===== src/include/tap_defs.svh =====
// JTAG TAP controller constants
// Instruction length, IDCODE value, IR capture pattern
// and the opcode values of the supported instructions

`ifndef TAP_DEFS_SVH
`define TAP_DEFS_SVH

// Instruction register length in bits
`define TAP_IR_LEN 4

// Device identification, shifted out LSB first
`define TAP_IDCODE_VALUE 32'h149511C3

// Fixed capture pattern, 01 in the low bits as the standard asks
`define TAP_IR_CAPTURE 4'b0101

////////////////////////////////////////
// Opcodes
////////////////////////////////////////
`define TAP_OPC_EXTEST         4'b0000  // Boundary scan drives pins
`define TAP_OPC_SAMPLE_PRELOAD 4'b0001  // Boundary scan samples pins
`define TAP_OPC_IDCODE         4'b0010  // Default after reset
`define TAP_OPC_DEBUG          4'b1000  // Debug chain
`define TAP_OPC_MBIST          4'b1001  // Memory BIST chain
`define TAP_OPC_BYPASS         4'b1111  // All ones, mandatory

// Any code not listed above behaves as BYPASS

`endif


===== src/tap_pkg.sv =====
// JTAG TAP controller types
// TAP state and instruction enums
// Packed structs for state strobes, instruction selects
// and the TDO bits of the external chains

`include "tap_defs.svh"

package tap_pkg;

  // Binary state encoding, 4 flops
  typedef enum logic [3:0] {
    test_logic_reset = 4'hF,
    run_test_idle    = 4'hC,
    select_dr_scan   = 4'h7,
    capture_dr       = 4'h6,
    shift_dr         = 4'h2,
    exit1_dr         = 4'h1,
    pause_dr         = 4'h3,
    exit2_dr         = 4'h0,
    update_dr        = 4'h5,
    select_ir_scan   = 4'h4,
    capture_ir       = 4'hE,
    shift_ir         = 4'hA,
    exit1_ir         = 4'h9,
    pause_ir         = 4'hB,
    exit2_ir         = 4'h8,
    update_ir        = 4'hD
  } tap_state_e;

  // Instruction opcodes, values come from the defs header
  typedef enum logic [`TAP_IR_LEN-1:0] {
    EXTEST         = `TAP_OPC_EXTEST,
    SAMPLE_PRELOAD = `TAP_OPC_SAMPLE_PRELOAD,
    IDCODE         = `TAP_OPC_IDCODE,
    DEBUG          = `TAP_OPC_DEBUG,
    MBIST          = `TAP_OPC_MBIST,
    BYPASS         = `TAP_OPC_BYPASS
  } tap_instr_e;

  // One flag per decoded state, at most one set
  typedef struct packed {
    logic test_logic_reset;
    logic run_test_idle;
    logic capture_dr;
    logic shift_dr;
    logic pause_dr;
    logic update_dr;
    logic capture_ir;
    logic shift_ir;
    logic update_ir;
  } tap_strobe_t;

  // One-hot data register select
  typedef struct packed {
    logic extest;
    logic sample_preload;
    logic idcode;
    logic mbist;
    logic debug;
    logic bypass;
  } tap_sel_t;

  // Serial outputs of the chains outside the TAP
  typedef struct packed {
    logic debug;     // Debug unit
    logic bs_chain;  // Boundary scan
    logic mbist;     // Memory BIST
  } tap_ext_tdo_t;

endpackage


===== src/tap_fsm.sv =====
// TAP state machine
// Sixteen-state register stepped by TMS, next-state table
// and the combinational strobe decode

`timescale 1ns/100ps

module tap_fsm (
  input  logic                 dif,       // TCK
  input  logic                 rst_n_i,
  input  logic                 tms_i,
  output tap_pkg::tap_strobe_t strobe_o
);

  import tap_pkg::*;

  tap_state_e state_q;  // Current TAP state
  tap_state_e state_d;  // State after the next edge

  ////////////////////////////////////////
  // State register
  ////////////////////////////////////////
  always_ff @(posedge dif)
  begin
    if (!rst_n_i)
      state_q <= test_logic_reset;
    else
      state_q <= state_d;
  end

  // Standard IEEE 1149.1 transition table
  always_comb
  begin
    case (state_q)
      test_logic_reset: state_d = tms_i ? test_logic_reset : run_test_idle;
      run_test_idle:    state_d = tms_i ? select_dr_scan   : run_test_idle;
      select_dr_scan:   state_d = tms_i ? select_ir_scan   : capture_dr;
      capture_dr:       state_d = tms_i ? exit1_dr         : shift_dr;
      shift_dr:         state_d = tms_i ? exit1_dr         : shift_dr;
      exit1_dr:         state_d = tms_i ? update_dr        : pause_dr;
      pause_dr:         state_d = tms_i ? exit2_dr         : pause_dr;
      exit2_dr:         state_d = tms_i ? update_dr        : shift_dr;
      update_dr:        state_d = tms_i ? select_dr_scan   : run_test_idle;
      select_ir_scan:   state_d = tms_i ? test_logic_reset : capture_ir;  // IR branch or out
      capture_ir:       state_d = tms_i ? exit1_ir         : shift_ir;
      shift_ir:         state_d = tms_i ? exit1_ir         : shift_ir;
      exit1_ir:         state_d = tms_i ? update_ir        : pause_ir;
      pause_ir:         state_d = tms_i ? exit2_ir         : pause_ir;
      exit2_ir:         state_d = tms_i ? update_ir        : shift_ir;
      update_ir:        state_d = tms_i ? select_dr_scan   : run_test_idle;
      default:          state_d = test_logic_reset;  // Illegal code, recover
    endcase
  end

  ////////////////////////////////////////
  // Strobe decode
  ////////////////////////////////////////
  // Valid in the same cycle as the state
  always_comb
  begin
    strobe_o = '0;
    case (state_q)
      test_logic_reset: strobe_o.test_logic_reset = 1'b1;
      run_test_idle:    strobe_o.run_test_idle    = 1'b1;
      capture_dr:       strobe_o.capture_dr       = 1'b1;
      shift_dr:         strobe_o.shift_dr         = 1'b1;
      pause_dr:         strobe_o.pause_dr         = 1'b1;
      update_dr:        strobe_o.update_dr        = 1'b1;
      capture_ir:       strobe_o.capture_ir       = 1'b1;
      shift_ir:         strobe_o.shift_ir         = 1'b1;
      update_ir:        strobe_o.update_ir        = 1'b1;
      default:          strobe_o = '0;  // Select, exit and pause_ir states
    endcase
  end

endmodule


===== src/tap_ir.sv =====
// TAP instruction register
// Shift stage with fixed capture pattern, latched instruction
// and decode of the instruction to one-hot selects

`timescale 1ns/100ps

`include "tap_defs.svh"

module tap_ir (
  input  logic                 dif,       // TCK
  input  logic                 rst_n_i,
  input  logic                 tdi_i,
  input  tap_pkg::tap_strobe_t strobe_i,
  output logic                 ir_tdo_o,  // Serial out of the shift stage
  output tap_pkg::tap_sel_t    sel_o
);

  import tap_pkg::*;

  logic [`TAP_IR_LEN-1:0] ir_shift_q;  // Shift stage
  tap_instr_e             ir_latch_q;  // Active instruction

  ////////////////////////////////////////
  // Shift stage
  ////////////////////////////////////////
  always_ff @(posedge dif)
  begin
    if (!rst_n_i)
      ir_shift_q <= '0;
    else if (strobe_i.capture_ir)
      ir_shift_q <= `TAP_IR_CAPTURE;  // Known pattern shows up first on TDO
    else if (strobe_i.shift_ir)
      ir_shift_q <= {tdi_i, ir_shift_q[`TAP_IR_LEN-1:1]};  // TDI in at MSB
  end

  assign ir_tdo_o = ir_shift_q[0];

  ////////////////////////////////////////
  // Latched instruction
  ////////////////////////////////////////
  // Holds through the whole IR scan, changes only in update_ir
  always_ff @(posedge dif)
  begin
    if (!rst_n_i)
      ir_latch_q <= IDCODE;
    else if (strobe_i.test_logic_reset)
      ir_latch_q <= IDCODE;  // IDCODE is the default instruction
    else if (strobe_i.update_ir)
      ir_latch_q <= tap_instr_e'(ir_shift_q);
  end

  // Instruction decode, one bit set at any time
  always_comb
  begin
    sel_o = '0;
    case (ir_latch_q)
      EXTEST:         sel_o.extest         = 1'b1;
      SAMPLE_PRELOAD: sel_o.sample_preload = 1'b1;
      IDCODE:         sel_o.idcode         = 1'b1;
      MBIST:          sel_o.mbist          = 1'b1;
      DEBUG:          sel_o.debug          = 1'b1;
      BYPASS:         sel_o.bypass         = 1'b1;
      default:        sel_o.bypass         = 1'b1;  // Undefined codes act as BYPASS
    endcase
  end

endmodule


===== src/tap_data_regs.sv =====
// TAP internal data registers
// 32-bit IDCODE register and the 1-bit bypass register,
// both shifting LSB first toward TDO

`timescale 1ns/100ps

`include "tap_defs.svh"

module tap_data_regs (
  input  logic                 dif,           // TCK
  input  logic                 rst_n_i,
  input  logic                 tdi_i,
  input  tap_pkg::tap_strobe_t strobe_i,
  input  tap_pkg::tap_sel_t    sel_i,
  output logic                 idcode_tdo_o,
  output logic                 bypass_tdo_o
);

  logic [31:0] idcode_q;  // IDCODE shift register
  logic        bypass_q;  // Single bypass stage

  ////////////////////////////////////////
  // IDCODE
  ////////////////////////////////////////
  always_ff @(posedge dif)
  begin
    if (!rst_n_i)
      idcode_q <= `TAP_IDCODE_VALUE;
    else if (sel_i.idcode && strobe_i.capture_dr)
      idcode_q <= `TAP_IDCODE_VALUE;  // Reload for every DR scan
    else if (sel_i.idcode && strobe_i.shift_dr)
      idcode_q <= {tdi_i, idcode_q[31:1]};
  end

  assign idcode_tdo_o = idcode_q[0];

  ////////////////////////////////////////
  // Bypass
  ////////////////////////////////////////
  // Captures 0, then delays TDI by one shift
  always_ff @(posedge dif)
  begin
    if (!rst_n_i)
      bypass_q <= 1'b0;
    else if (sel_i.bypass && strobe_i.capture_dr)
      bypass_q <= 1'b0;
    else if (sel_i.bypass && strobe_i.shift_dr)
      bypass_q <= tdi_i;
  end

  assign bypass_tdo_o = bypass_q;

endmodule


===== src/tap_tdo_mux.sv =====
// TDO output stage
// Source select between IR, internal and external chains,
// registered TDO and its output enable

`timescale 1ns/100ps

module tap_tdo_mux (
  input  logic                  dif,       // TCK
  input  logic                  rst_n_i,
  input  tap_pkg::tap_strobe_t  strobe_i,
  input  tap_pkg::tap_sel_t     sel_i,
  input  logic                  ir_tdo_i,
  input  logic                  idcode_tdo_i,
  input  logic                  bypass_tdo_i,
  input  tap_pkg::tap_ext_tdo_t ext_tdo_i,
  output logic                  tdo_o,
  output logic                  tdo_oe_o
);

  logic tdo_d;  // Selected serial bit

  // IR scan overrides the instruction select
  always_comb
  begin
    if (strobe_i.shift_ir)
      tdo_d = ir_tdo_i;
    else if (sel_i.debug)
      tdo_d = ext_tdo_i.debug;
    else if (sel_i.extest || sel_i.sample_preload)
      tdo_d = ext_tdo_i.bs_chain;  // Both use the boundary scan chain
    else if (sel_i.mbist)
      tdo_d = ext_tdo_i.mbist;
    else if (sel_i.idcode)
      tdo_d = idcode_tdo_i;
    else
      tdo_d = bypass_tdo_i;
  end

  // Output flops, the pad sees the bit from before the shift edge
  always_ff @(posedge dif)
  begin
    if (!rst_n_i)
    begin
      tdo_o    <= 1'b0;
      tdo_oe_o <= 1'b0;
    end
    else
    begin
      tdo_o    <= tdo_d;
      tdo_oe_o <= strobe_i.shift_ir | strobe_i.shift_dr;  // Drive only while shifting
    end
  end

endmodule


===== src/tap_top.sv =====
// JTAG TAP controller top level
// State machine, instruction register, data registers
// and TDO output stage

`timescale 1ns/100ps

module tap_top (
  input  logic                  dif,        // TCK
  input  logic                  rst_n_i,    // Synchronous, replaces TRST
  input  logic                  tms_i,
  input  logic                  tdi_i,
  input  tap_pkg::tap_ext_tdo_t ext_tdo_i,  // From debug, boundary scan, MBIST
  output logic                  tdo_o,
  output logic                  tdo_oe_o,
  output tap_pkg::tap_strobe_t  strobe_o,   // State flags for the chains
  output tap_pkg::tap_sel_t     sel_o       // Active instruction, one-hot
);

  logic ir_tdo;      // IR shift stage LSB
  logic idcode_tdo;  // IDCODE register LSB
  logic bypass_tdo;  // Bypass stage

  ////////////////////////////////////////
  // Control
  ////////////////////////////////////////
  tap_fsm tap_fsm_inst (
    .dif      (dif),
    .rst_n_i  (rst_n_i),
    .tms_i    (tms_i),
    .strobe_o (strobe_o)
  );

  tap_ir tap_ir_inst (
    .dif      (dif),
    .rst_n_i  (rst_n_i),
    .tdi_i    (tdi_i),
    .strobe_i (strobe_o),
    .ir_tdo_o (ir_tdo),
    .sel_o    (sel_o)
  );

  ////////////////////////////////////////
  // Data path
  ////////////////////////////////////////
  tap_data_regs tap_data_regs_inst (
    .dif          (dif),
    .rst_n_i      (rst_n_i),
    .tdi_i        (tdi_i),
    .strobe_i     (strobe_o),
    .sel_i        (sel_o),
    .idcode_tdo_o (idcode_tdo),
    .bypass_tdo_o (bypass_tdo)
  );

  tap_tdo_mux tap_tdo_mux_inst (
    .dif          (dif),
    .rst_n_i      (rst_n_i),
    .strobe_i     (strobe_o),
    .sel_i        (sel_o),
    .ir_tdo_i     (ir_tdo),
    .idcode_tdo_i (idcode_tdo),
    .bypass_tdo_i (bypass_tdo),
    .ext_tdo_i    (ext_tdo_i),
    .tdo_o        (tdo_o),
    .tdo_oe_o     (tdo_oe_o)
  );

endmodule


===== config.mk =====
export PLATFORM = sky130hd
export DESIGN_NAME = tap_top
export DESIGN_NICKNAME = d
export VERILOG_FILES = /design/src/tap_pkg.sv /design/src/tap_fsm.sv /design/src/tap_ir.sv /design/src/tap_data_regs.sv /design/src/tap_tdo_mux.sv /design/src/tap_top.sv
export VERILOG_INCLUDE_DIRS = /design/src /design/src/include
export SDC_FILE = /design/constraint.sdc
export NUM_CORES = 1
export LEC_CHECK = 0
export BUFFER_PORTS_ARGS = -buffer_cell sky130_fd_sc_hd__buf_2
export CORE_ASPECT_RATIO = 1.2
export CORE_UTILIZATION = 60
export CTS_CLUSTER_DIAMETER = 40
export DETAILED_ROUTE_END_ITERATION = 8
export HOLD_SLACK_MARGIN = 0.02
export PLACE_DENSITY = 0.82
export SLEW_MARGIN = 10
export SYNTH_ARGS = -nofsm -noshare
export SYNTH_HDL_FRONTEND = slang
export SYNTH_SLANG_ARGS = --single-unit
export TNS_END_PERCENT = 1

===== constraint.sdc =====
create_clock -name dif -period 4.8 [get_ports dif]
set_input_delay 0.48 -clock dif [delete_from_list [all_inputs] [get_ports dif]]
set_output_delay 0.48 -clock dif [all_outputs]
set_load 0.02 [all_outputs]

==> flow_summary.toml <==
[synth]
syn_inst = 250
synth-compound-area-share_pct = 18.0
synthFlopType = "dfxtp_1"
synth.net_count = 257
synthAdderAreaFrac_pct = 0
synth_top_area_cell = "dfxtp_1"
syn-cell-area_um2 = 2110
synth_top_area_share_pct = 44.5
yosys.area_share.simple_pct = 29.9
synth-seq-cells = 47
synthXorXnorAreaFrac_pct = 0
synthArstFlopShare_pct = 0
synthMuxAreaShare_pct = 1.42
synth_cell_types = 40
synth_top_family_by_area = "simple AND/OR/NAND/NOR gates"
synth.avg_cell_area_um2 = 8.46
ys_warn_count = 0
seq_area_frac_synth_pct = 44.5
synth.area.top_cells = "dfxtp_1 44%, nand3b_1 6.7%, a21boi_1 6.4%"
synth_edf_count = 0

[finish]
layout-drive-gt1-share_pct = 13.8
layout_commonest_cell = "dfxtp_1"
fin_nets = 266
seqCellArea_um2 = 941
final_core_util_pct = 68.0
area_growth_pct = 7.40
multiInputGateArea_um2 = 1040
diodes = 0
final_cell_mix = "47 x dfxtp_1, 34 x nand2_1, 23 x buf_2, 19 x nand3b_1"
n_fill_cell = 286

[detailed_routing]
drc = 0
totalWireLength_um = 3910
drt_iter0_markers = 90
ant_nets = 0
wire_per_inst_um = 13.2
dr.pass1.iters = 4
viasPerCell = 5.80
route.vias.total = 1723

[place]
place_hpwl_um = 2370
place_congestion = 0.774
io_buffers = 23
place_ws_ps = 2490

[die]
die_area_um2 = 3770
num_rows = 23
coreArea_um2 = 3340
initial_core_util_pct = 63.3
die_x_um = 56.2
ios = 24
die_h_um = 67.0

[grt]
grt_pass1_wl_um = 6560
grtUsageTotal_pct = 22.1
grt_max_degree = 48
antenna_found_initial = 0
grt_overflow_total = 0
grt_pass1_vias = 1490

[flow_run]
drv_cap = 0

[timing]
grt_setup_unrepaired = "no"
fin_crit_sh_pct = 47.7
worst_pin_slew_ps = 1120
fmax_mhz = 437
setup_violations = 0
slew_violations = 0
max-slew-margin-rel_pct = 25.3
skew_ps = 11.0
setup_tns_ps = 0
worst_slack_ps = 2510
fin_crit_ps = 2290
finalHoldViolations = 0

[power_and_ir_drop]
pwr-share-seq_pct = 54.6
switchingPower_uw = 206
power.share.combinational_pct = 12.1
p_sw_share_pct = 27.2
p_leak_uw = 0.000859
clockPowerShare_pct = 33.3
power_density_nw_per_um2 = 334
ir_drop_mv = 0.296
p_int_uw = 553

[critical_path]
critPathMaxFanout = 32
regToRegEndpoint = "tap_data_regs_inst.idcode_q[17]"
crit_required_ps = 5040
critical-path-slowest-cell = "nor3_4"
cpPeakStageDelay_ps = 860
reg2reg_slack_ps = 2510
path_cells = "or4b_4 -> nor3_4 -> nand3b_1 -> a21boi_1"
reg2regPathDepth = 4
critical_path.top_delay_family = "simple AND/OR/NAND/NOR gates"
start_kind = "flop"
cp.buffers_inverters = 0
crit_type = "flop to flop"
r2r-start = "tap_ir_inst.ir_latch_q[1]"
worst_ep_arrival_time_ps = 2530
endpoint_kind = "flop"

[min_path]
hold_class = "flop to flop"
hold_depth = 2
min_to = "tap_data_regs_inst.idcode_q[14]"
hold_start = "tap_data_regs_inst.idcode_q[14]"

[cts]
cts_made_buffers = 5
cts-root-buf = "clkbuf_8"
clock_sinks = 47
ctsHoldBuffers = 0
clkTransAtPathRegs_ps = 90
cts_setup_buffers = 0
tritoncts = "built"
insertion_delay_ps = 310
ctsResizeCount = 0
htreeDepth = 2
clk_path_buf_depth = 2

[outcome]
status = "complete, no violations"
[worst register-to-register path, stage by stage (launching register included)]
cell and delay (ps):
dfxtp_1 470, or4b_4 540, nor3_4 860, nand3b_1 170, a21boi_1 190
[kinds of logic after synthesis]
family	Yosys count
buffers and inverters	27
AO/OA/AOI/OAI	57
multiplexers	3
AND/OR/NAND/NOR	116
flip-flops	47
[sequential cells by signal (all words and copies together), names as in the netlist]
name and count:
tap_data_regs_inst.idcode_q 32, tap_tdo_mux_inst.tdo_oe_o 1, tap_ir_inst.ir_shift_q 4, tap_fsm_inst.state_q 4, tap_ir_inst.ir_latch_q 4, tap_tdo_mux_inst.tdo_o 1
tap_data_regs_inst.bypass_tdo_o 1
[per-stage QoR]
step	total power, uW	instance area, um^2	hold slack, ps	instances
after floorplan	493	2110	431	250
after global placement	514	2170	438	289
after detailed placement	515	2170	442	289
after CTS	763	2270	455	297
after global routing	791	2270	477	297
final	759	2270	454	297
[cell type report]
| type | instances | share of cell area, % |
|---|---|---|
| clock buffers | 6 | 3.64 |
| clock inverters | 2 | 0.716 |
| inverters | 5 | 0.826 |
| multi-input cells | 176 | 46.0 |
| flip-flops and latches | 47 | 41.4 |
| well taps | 37 | 2.04 |
| repair buffers | 24 | 5.40 |
[power groups by stage]
stage               Sequential, uW  Clock, uW  Combinational (uW)
floorplan                      415          0                78.1
global placement               422          0                91.3
detailed placement             422          0                92.2
CTS                            413        257                92.3
global route                   416        274                 101
finish                         414        253                91.6
[cell usage after synthesis (all sizes together) (7+ instances only)]
| master | instances |
|---|---|
| nand3b | 19 |
| clkbuf | 14 |
| nor2b | 7 |
| buf | 8 |
| o21ai | 17 |
| nand2 | 34 |
| nor3 | 19 |
| nor2 | 16 |
| dfxtp | 47 |
| a21boi | 23 |
| nor3b | 7 |
[worst max-delay path by stage]
stage / startpoint / end / slack, ps / depth (start not counted)
after floorplan: tap_fsm_inst.state_q[0] / strobe_o[1] / 2960 / 2
after global placement: tap_ir_inst.ir_latch_q[3] / tap_data_regs_inst.idcode_q[23] / 2550 / 5
after detailed placement: tap_fsm_inst.state_q[1] / tap_data_regs_inst.idcode_q[20] / 2490 / 4
after CTS: tap_fsm_inst.state_q[1] / tap_data_regs_inst.idcode_q[20] / 2470 / 4
after global routing: tap_fsm_inst.state_q[1] / tap_data_regs_inst.idcode_q[16] / 2280 / 4
final: tap_ir_inst.ir_latch_q[1] / tap_data_regs_inst.idcode_q[17] / 2510 / 4
[per-layer routing]
metal | wire, um | vias to the layer above | GRT usage, %
li1 | - | 889 | -
met2 | 1760 | 35 | 35.7
met4 | 83 | 0 | 10.4
met1 | 1910 | 790 | 27.3
met5 | 0 | - | 0
met3 | 156 | 9 | 6.41
Note: power is estimated with default switching activity, not from simulation.
